===== src/alu_pkg.sv =====
// ALU package with operand widths, operation codes, pipeline structs and credit limits

package alu_pkg;

	// Datapath and tag widths
	localparam int WORD_W = 16;
	localparam int TAG_W = 4;

	// Result FIFO depth and the command credits granted upstream after reset
	localparam int RES_DEPTH = 4;
	// Result credits held toward the downstream agent after reset
	localparam int OUT_CREDITS = 2;

	localparam int QPTR_W = $clog2(RES_DEPTH);
	localparam int CRED_W = $clog2(OUT_CREDITS + 1);

	typedef logic [WORD_W-1:0] word_t;
	typedef logic [TAG_W-1:0] tag_t;

	// FIFO pointer, FIFO fill level and downstream credit counter
	typedef logic [QPTR_W-1:0] qptr_t;
	typedef logic [QPTR_W:0] qcnt_t;
	typedef logic [CRED_W-1:0] credit_t;

	typedef enum logic [1:0] {
		OP_ADD  = 2'd0,
		OP_SUB  = 2'd1,
		OP_ADDC = 2'd2,
		OP_SUBB = 2'd3
	} alu_op_e;

	// Command as sent by the upstream agent
	typedef struct packed {
		alu_op_e op;
		tag_t    tag;
		word_t   a;
		word_t   b;
	} alu_cmd_t;

	// Decoded command with b already inverted for subtraction
	typedef struct packed {
		tag_t  tag;
		word_t a;
		word_t b;
		logic  use_carry;
		logic  sub;
	} dec_cmd_t;

	typedef struct packed {
		tag_t  tag;
		word_t sum;
		logic  carry;
		logic  zero;
		logic  overflow;
	} alu_res_t;

endpackage


===== src/alu_execute.sv =====
// Execute stage running the prefix adder, registering result flags and the stored carry
`timescale 1ns/10ps

module alu_execute (
	input  logic              clk,
	input  logic              arst_n,
	input  logic              dec_valid,
	input  alu_pkg::dec_cmd_t dec,
	output logic              exe_valid,
	output alu_pkg::alu_res_t exe_res
);

	logic           carry_q;
	logic           cin;
	alu_pkg::word_t sum;
	logic           cout;
	logic           zero;
	logic           overflow;

	// Constant carry-in equals the subtract flag
	assign cin = dec.use_carry ? carry_q : dec.sub;

	ling_prefix_adder u_adder (
		.a    (dec.a),
		.b    (dec.b),
		.cin  (cin),
		.sum  (sum),
		.cout (cout)
	);

	assign zero = (sum == '0);

	// Same-sign inputs with a sum of the other sign
	assign overflow = (dec.a[alu_pkg::WORD_W-1] == dec.b[alu_pkg::WORD_W-1]) &&
		(sum[alu_pkg::WORD_W-1] != dec.a[alu_pkg::WORD_W-1]);

	always_ff @(posedge clk or negedge arst_n) begin
		if (!arst_n) begin
			exe_valid <= 1'b0;
			carry_q <= 1'b0;
		end else begin
			exe_valid <= dec_valid;
			if (dec_valid) begin
				carry_q <= cout;
			end
		end
	end

	always_ff @(posedge clk) begin
		if (dec_valid) begin
			exe_res.tag <= dec.tag;
			exe_res.sum <= sum;
			exe_res.carry <= cout;
			exe_res.zero <= zero;
			exe_res.overflow <= overflow;
		end
	end

endmodule


===== src/alu_top.sv =====
// Top level of the credit-controlled adder/subtractor with decode, execute and result stages
`timescale 1ns/10ps

module alu_top (
	input  logic              clk,
	input  logic              arst_n,
	input  logic              cmd_valid,
	input  alu_pkg::alu_cmd_t cmd,
	output logic              cmd_credit,
	output logic              res_valid,
	output alu_pkg::alu_res_t res,
	input  logic              res_credit
);

	logic              dec_valid;
	alu_pkg::dec_cmd_t dec;
	logic              exe_valid;
	alu_pkg::alu_res_t exe_res;

	op_decode u_decode (
		.clk       (clk),
		.arst_n    (arst_n),
		.cmd_valid (cmd_valid),
		.cmd       (cmd),
		.dec_valid (dec_valid),
		.dec       (dec)
	);

	alu_execute u_execute (
		.clk       (clk),
		.arst_n    (arst_n),
		.dec_valid (dec_valid),
		.dec       (dec),
		.exe_valid (exe_valid),
		.exe_res   (exe_res)
	);

	result_queue u_result (
		.clk        (clk),
		.arst_n     (arst_n),
		.exe_valid  (exe_valid),
		.exe_res    (exe_res),
		.res_credit (res_credit),
		.res_valid  (res_valid),
		.res        (res),
		.cmd_credit (cmd_credit)
	);

endmodule


===== src/ling_prefix_adder.sv =====
// 16-bit Knowles parallel-prefix adder in Ling form with pseudo-carries H and I
`timescale 1ns/10ps

module ling_prefix_adder (
	input  alu_pkg::word_t a,
	input  alu_pkg::word_t b,
	input  logic           cin,
	output alu_pkg::word_t sum,
	output logic           cout
);

	// Reduced black cell forms H from two generates and I from two propagates
	function automatic logic [1:0] rblk_cell(input logic g_hi, input logic g_lo,
			input logic p_hi, input logic p_lo);
		return {g_hi | g_lo, p_hi & p_lo};
	endfunction

	function automatic logic rgry_cell(input logic g_hi, input logic g_lo);
		return g_hi | g_lo;
	endfunction

	function automatic logic [1:0] black_cell(input logic h_hi, input logic i_hi,
			input logic h_lo, input logic i_lo);
		return {h_hi | (i_hi & h_lo), i_hi & i_lo};
	endfunction

	function automatic logic grey_cell(input logic h_hi, input logic i_hi, input logic h_lo);
		return h_hi | (i_hi & h_lo);
	endfunction

	// Bit 0 holds the carry-in and operand bit k sits at position k+1
	logic [16:0] p;
	logic [16:0] g;
	logic [15:0] h1;
	logic [15:0] h2;
	logic [15:0] h3;
	logic [15:0] h4;
	logic [15:2] i1;
	logic [15:4] i2;
	logic [15:8] i3;
	logic [16:1] h;
	logic [16:1] c;

	assign p = {a | b, 1'b1};
	assign g = {a & b, cin};

	// Span 1 uses reduced cells straight from g and p
	assign h1[0] = g[0];
	assign h1[1] = rgry_cell(g[1], g[0]);
	for (genvar j = 2; j < 16; j++) begin : g_span1
		assign {h1[j], i1[j]} = rblk_cell(g[j], g[j-1], p[j-1], p[j-2]);
	end

	// Span 2
	for (genvar j = 0; j < 16; j++) begin : g_span2
		if (j < 2) begin : g_pass
			assign h2[j] = h1[j];
		end else if (j < 4) begin : g_grey
			assign h2[j] = grey_cell(h1[j], i1[j], h1[j-2]);
		end else begin : g_black
			assign {h2[j], i2[j]} = black_cell(h1[j], i1[j], h1[j-2], i1[j-2]);
		end
	end

	// Span 4
	for (genvar j = 0; j < 16; j++) begin : g_span4
		if (j < 4) begin : g_pass
			assign h3[j] = h2[j];
		end else if (j < 8) begin : g_grey
			assign h3[j] = grey_cell(h2[j], i2[j], h2[j-4]);
		end else begin : g_black
			assign {h3[j], i3[j]} = black_cell(h2[j], i2[j], h2[j-4], i2[j-4]);
		end
	end

	// Span 8 reuses the odd low-side prefixes with a Knowles fanout of two
	for (genvar j = 0; j < 16; j++) begin : g_span8
		if (j < 8) begin : g_pass
			assign h4[j] = h3[j];
		end else begin : g_grey
			assign h4[j] = grey_cell(h3[j], i3[j], h3[(j-8) | 1]);
		end
	end

	// Real carries are c[k+1] = p[k] & H[k:0]
	assign c = {p[15:1] & h4[15:1], h4[0]};
	assign h = {g[16] | c[16], h4[15:1]};

	assign sum = (p[16:1] ^ h) | (g[16:1] & c);
	assign cout = p[16] & h[16];

endmodule


===== src/op_decode.sv =====
// Decode stage that registers a command and turns its operation into adder controls
`timescale 1ns/10ps

module op_decode (
	input  logic               clk,
	input  logic               arst_n,
	input  logic               cmd_valid,
	input  alu_pkg::alu_cmd_t  cmd,
	output logic               dec_valid,
	output alu_pkg::dec_cmd_t  dec
);

	logic sub_op;
	logic use_carry;

	// Operation to inversion and carry-in source
	always_comb begin
		sub_op = 1'b0;
		use_carry = 1'b0;
		case (cmd.op)
			alu_pkg::OP_ADD: begin
				sub_op = 1'b0;
				use_carry = 1'b0;
			end
			alu_pkg::OP_SUB: begin
				sub_op = 1'b1;
				use_carry = 1'b0;
			end
			alu_pkg::OP_ADDC: begin
				sub_op = 1'b0;
				use_carry = 1'b1;
			end
			alu_pkg::OP_SUBB: begin
				sub_op = 1'b1;
				use_carry = 1'b1;
			end
			default: begin
				sub_op = 1'b0;
				use_carry = 1'b0;
			end
		endcase
	end

	always_ff @(posedge clk or negedge arst_n) begin
		if (!arst_n) begin
			dec_valid <= 1'b0;
		end else begin
			dec_valid <= cmd_valid;
		end
	end

	// Payload only loads on an accepted command
	always_ff @(posedge clk) begin
		if (cmd_valid) begin
			dec.tag <= cmd.tag;
			dec.a <= cmd.a;
			dec.b <= sub_op ? ~cmd.b : cmd.b;
			dec.use_carry <= use_carry;
			dec.sub <= sub_op;
		end
	end

endmodule


===== src/result_queue.sv =====
// Result FIFO that issues against downstream credits and returns command credits
`timescale 1ns/10ps

module result_queue (
	input  logic              clk,
	input  logic              arst_n,
	input  logic              exe_valid,
	input  alu_pkg::alu_res_t exe_res,
	input  logic              res_credit,
	output logic              res_valid,
	output alu_pkg::alu_res_t res,
	output logic              cmd_credit
);

	alu_pkg::alu_res_t mem [alu_pkg::RES_DEPTH];
	alu_pkg::qptr_t    wr_ptr;
	alu_pkg::qptr_t    rd_ptr;
	alu_pkg::qcnt_t    count;
	alu_pkg::credit_t  credits;
	logic              issue;

	// Head leaves when something is queued and a credit is held
	assign issue = (count != '0) && (credits != '0);

	assign res_valid = issue;
	assign cmd_credit = issue;
	assign res = mem[rd_ptr];

	always_ff @(posedge clk or negedge arst_n) begin
		if (!arst_n) begin
			wr_ptr <= '0;
			rd_ptr <= '0;
			count <= '0;
			credits <= alu_pkg::credit_t'(alu_pkg::OUT_CREDITS);
		end else begin
			if (exe_valid) begin
				wr_ptr <= wr_ptr + 1'b1;
			end
			if (issue) begin
				rd_ptr <= rd_ptr + 1'b1;
			end
			case ({exe_valid, issue})
				2'b10: count <= count + 1'b1;
				2'b01: count <= count - 1'b1;
				default: count <= count;
			endcase
			// Returned credit and an issue in one cycle cancel out
			case ({res_credit, issue})
				2'b10: credits <= credits + 1'b1;
				2'b01: credits <= credits - 1'b1;
				default: credits <= credits;
			endcase
		end
	end

	// Command credits bound the fill level, so a write always finds room
	always_ff @(posedge clk) begin
		if (exe_valid) begin
			mem[wr_ptr] <= exe_res;
		end
	end

endmodule


===== config.mk =====
export PLATFORM = sky130hd
export DESIGN_NAME = alu_top
export DESIGN_NICKNAME = d
export VERILOG_FILES = /design/src/alu_pkg.sv /design/src/alu_execute.sv /design/src/alu_top.sv /design/src/ling_prefix_adder.sv /design/src/op_decode.sv /design/src/result_queue.sv
export SDC_FILE = /design/constraint.sdc
export NUM_CORES = 1
export LEC_CHECK = 0
export BUFFER_PORTS_ARGS = -buffer_cell sky130_fd_sc_hd__buf_2
export CAP_MARGIN = 20
export CORE_AREA = 3 3 178 145
export DETAILED_ROUTE_END_ITERATION = 10
export DIE_AREA = 0 0 181 148
export GPL_ROUTABILITY_DRIVEN = 0
export MAX_ROUTING_LAYER = met4
export PLACE_DENSITY = 0.56
export SYNTH_ARGS = -nofsm -noshare
export SYNTH_HDL_FRONTEND = slang
export SYNTH_SLANG_ARGS = --single-unit

===== constraint.sdc =====
create_clock -name clk -period 4.45 [get_ports clk]
set_input_delay 0.6675 -clock clk [delete_from_list [all_inputs] [get_ports clk]]
set_output_delay 0.6675 -clock clk [all_outputs]
set_load 0.02 [all_outputs]

==> load_flow_metrics.sql <==
INSERT INTO impl_metrics (metric_group, metric, value, unit) VALUES
('outcome', 'run_status', 'completed', ''),
('die', 'effective_utilization_at_floorplan', '28.9', '%'),
('synth', 'post_synth_num_cell_types', '50', ''),
('cts', 'post_cts_resize_count', '0', ''),
('pwr', 'clock_power_share', '28.7', '%'),
('pwr', 'power_leakage', '3.00', 'nW'),
('synth', 'seq_area_frac_synth', '70.1', '%'),
('job', 'reported_max_cap_violation_count', '0', ''),
('timing', 'period_share', '69.2', '%'),
('timing', 'report.final.slew_viol_count', '0', ''),
('setup_path', 'critical_path_class', 'flip-flop to output pin', ''),
('setup_path', 'timing.critical_path.depth', '3', ''),
('setup_path', 'cp_slowest_cell', 'dfrtp_1', ''),
('detailed_routing', 'post-route-drc-count', '0', ''),
('pwr', 'share_seq_of_total_power', '44.7', '%'),
('synth', 'postSynthAreaPerCell', '17.0', 'um2'),
('synth', 'synth.cell_area', '6980', 'um2'),
('synth', 'synth_edf_count', '153', ''),
('setup_path', 'critical_path.max_fanout', '16', ''),
('die', 'io_pins', '67', ''),
('cells_and_area', 'diodes', '0', ''),
('detailed_routing', 'avgViaCountPerCell', '4.54', ''),
('grt', 'antenna_violations_before_repair', '0', ''),
('cts', 'clock_path_buffers', '2', ''),
('cts', 'ctsRootBufferMaster', 'clkbuf_16', ''),
('timing', 'maxSlewHeadroom', '36.0', '%'),
('timing', 'report.final.setup_viol', '0', ''),
('min_path', 'min_path_type', 'input port to asynchronous set/reset pin', ''),
('setup_path', 'arrival', '2.41', 'ns'),
('synth', 'synthCells', '410', ''),
('detailed_routing', 'number_of_optimization_iterations_in_the_first_detailed_route_pass', '4', ''),
('setup_path', 'end_kind', 'output pin', ''),
('die', 'total_number_of_placement_rows', '51', ''),
('timing', 'transition_time_at_the_pin_with_the_least_slew_margin', '0.959', 'ns'),
('pwr', 'worst_vdd_drop', '0.000228', 'V'),
('cells_and_area', 'nFillCells', '2313', ''),
('synth', 'synth.yosys.warnings', '0', ''),
('detailed_routing', 'final_antenna_net_count', '0', ''),
('setup_path', 'cpLargestDelayFamily', 'flip-flops', ''),
('cts', 'cts_post_setup_buffers_inserted', '0', ''),
('timing', 'skew', '0.00984', 'ns'),
('synth', 'synth_seq_cells', '165', ''),
('die', 'fp.coreArea', '24200', 'um2'),
('grt', 'number_of_global_route_vias_before_repair', '3892', ''),
('timing', 'final.setup.tns', '0', 'ns'),
('synth', 'synthDominantAreaCellType', 'edfxtp_1', ''),
('detailed_routing', 'detail_route.iter0.violations', '276', ''),
('timing', 'hold_slack', '0.121', 'ns'),
('die', 'die_x', '181', 'um'),
('cts', 'cts_hold_buf', '0', ''),
('die', 'die_y', '148', 'um'),
('grt', 'largest_net_degree_at_the_start_of_global_routing', '40', ''),
('pwr', 'net_switching_component_of_the_power', '1.58', 'mW'),
('die', 'floorplan.die_area', '26800', 'um2'),
('cts', 'clock-sinks', '165', ''),
('detailed_routing', 'wire_per_inst', '16.4', 'um'),
('setup_path', 'sequence_of_cells_on_the_critical_path', 'buf_4, mux4_2, buf_2', ''),
('cts', 'cts_inserted_buffers', '17', ''),
('setup_path', 'crit_path_max_incr_delay', '0.76', 'ns'),
('timing', 'post-route-min-period', '3.08', 'ns'),
('cells_and_area', 'post-route-cell-area', '8270', 'um2'),
('setup_path', 'timing.critical_path.from_type', 'flip-flop', ''),
('placement', 'dp_cells', '782', ''),
('pwr', 'net_sw_share', '31.1', '%'),
('synth', 'ys_top_cells_by_area', 'edfxtp_1, mux4_2, dfrtp_1', ''),
('synth', 'asyncSetResetFlopFracSynth', '7.27', '%'),
('cts', 'insertion_delay', '0.42', 'ns'),
('cells_and_area', 'final_cell_count_no_fill', '814', ''),
('grt', 'grt.overflow.total', '0', ''),
('cts', 'path_clk_slew', '0.07', 'ns'),
('timing', 'grt_setup_unrepaired', 'false', '');
## cells in the mapped netlist (5+ instances only)
cell type,n
a31o_2,10
nor2_1,12
o211ai_1,7
mux4_2,23
a21oi_1,10
nand2_1,18
inv_1,23
ha_1,21
a21o_1,6
edfxtp_1,153
clkbuf_1,15
o21ai_0,5
or2_2,8
and2_1,7
xor2_1,22
dfrtp_1,11
## cell families after synthesis
kind of cell | synth area share, %
buf+inv | 2.37
fa+ha+maj | 5.36
flops | 70.1
mux | 7.80
xor+xnor | 3.26
simple gates | 4.35
compound gates | 6.74
## layout by cell type (no fill, tap or decap), drive strengths merged, types with 11 or more instances in the layout
master	count
ha	21
dfrtp	11
inv	31
edfxtp	153
mux4	23
nand2	18
nor2	12
xor2	22
clkbuf	17
buf	73
## worst paths after layout
kind	slack, ns	endpoint	start
worst max-delay path	1.37	res[12]	u_result.rd_ptr[0]
max in group asynchronous	4.05	u_result.credits[1]	arst_n
worst min-delay path	0.12	u_result.credits[0]	arst_n
worst min register to register	0.42	u_execute.exe_res[20]	u_decode.dec[35]
min in group clk	0.42	u_execute.exe_res[20]	u_decode.dec[35]
worst max register to register	1.47	u_execute.exe_res[1]	u_decode.dec[1]
## flip-flops by register name, indices dropped and copies added, names as in the netlist
name / cells
u_result.mem: 92
u_decode.dec: 38
u_execute.exe_res: 23
u_result.count: 3
u_result.credits: 2
u_result.rd_ptr: 2
u_result.wr_ptr: 2
u_decode.dec_valid: 1
u_execute.carry_q: 1
u_execute.exe_valid: 1
## layout make-up
class                   count  area, um2  share of cell area (%)
clock buffers              17        425                    5.14
flip-flops and latches    165       4900                    59.2
clock inverters            15        165                    2.00
multi-input cells         203       1920                    23.2
well taps                 318        398                    4.81
repair buffers             73        383                    4.63
inverters                  23       86.3                    1.04
## power by group through the flow
stage | sequential (mW) | clock, mW | combinational (mW)
floorplan | 2.19 | 0 | 1.02
global placement | 2.28 | 0 | 1.36
detailed placement | 2.31 | 0 | 1.39
CTS | 2.27 | 1.49 | 1.39
global route | 2.31 | 1.57 | 1.48
finish | 2.27 | 1.45 | 1.35
## routing by layer
layer	up-vias	GRT usage, %	part of all wire, %
li1	1734	-	-
met1	1851	14.3	48
met2	96	16.2	47
met3	11	3.22	4.5
met4	0	2.85	0.82
met5	-	-	0
Note: power is estimated with default switching activity, not from simulation.
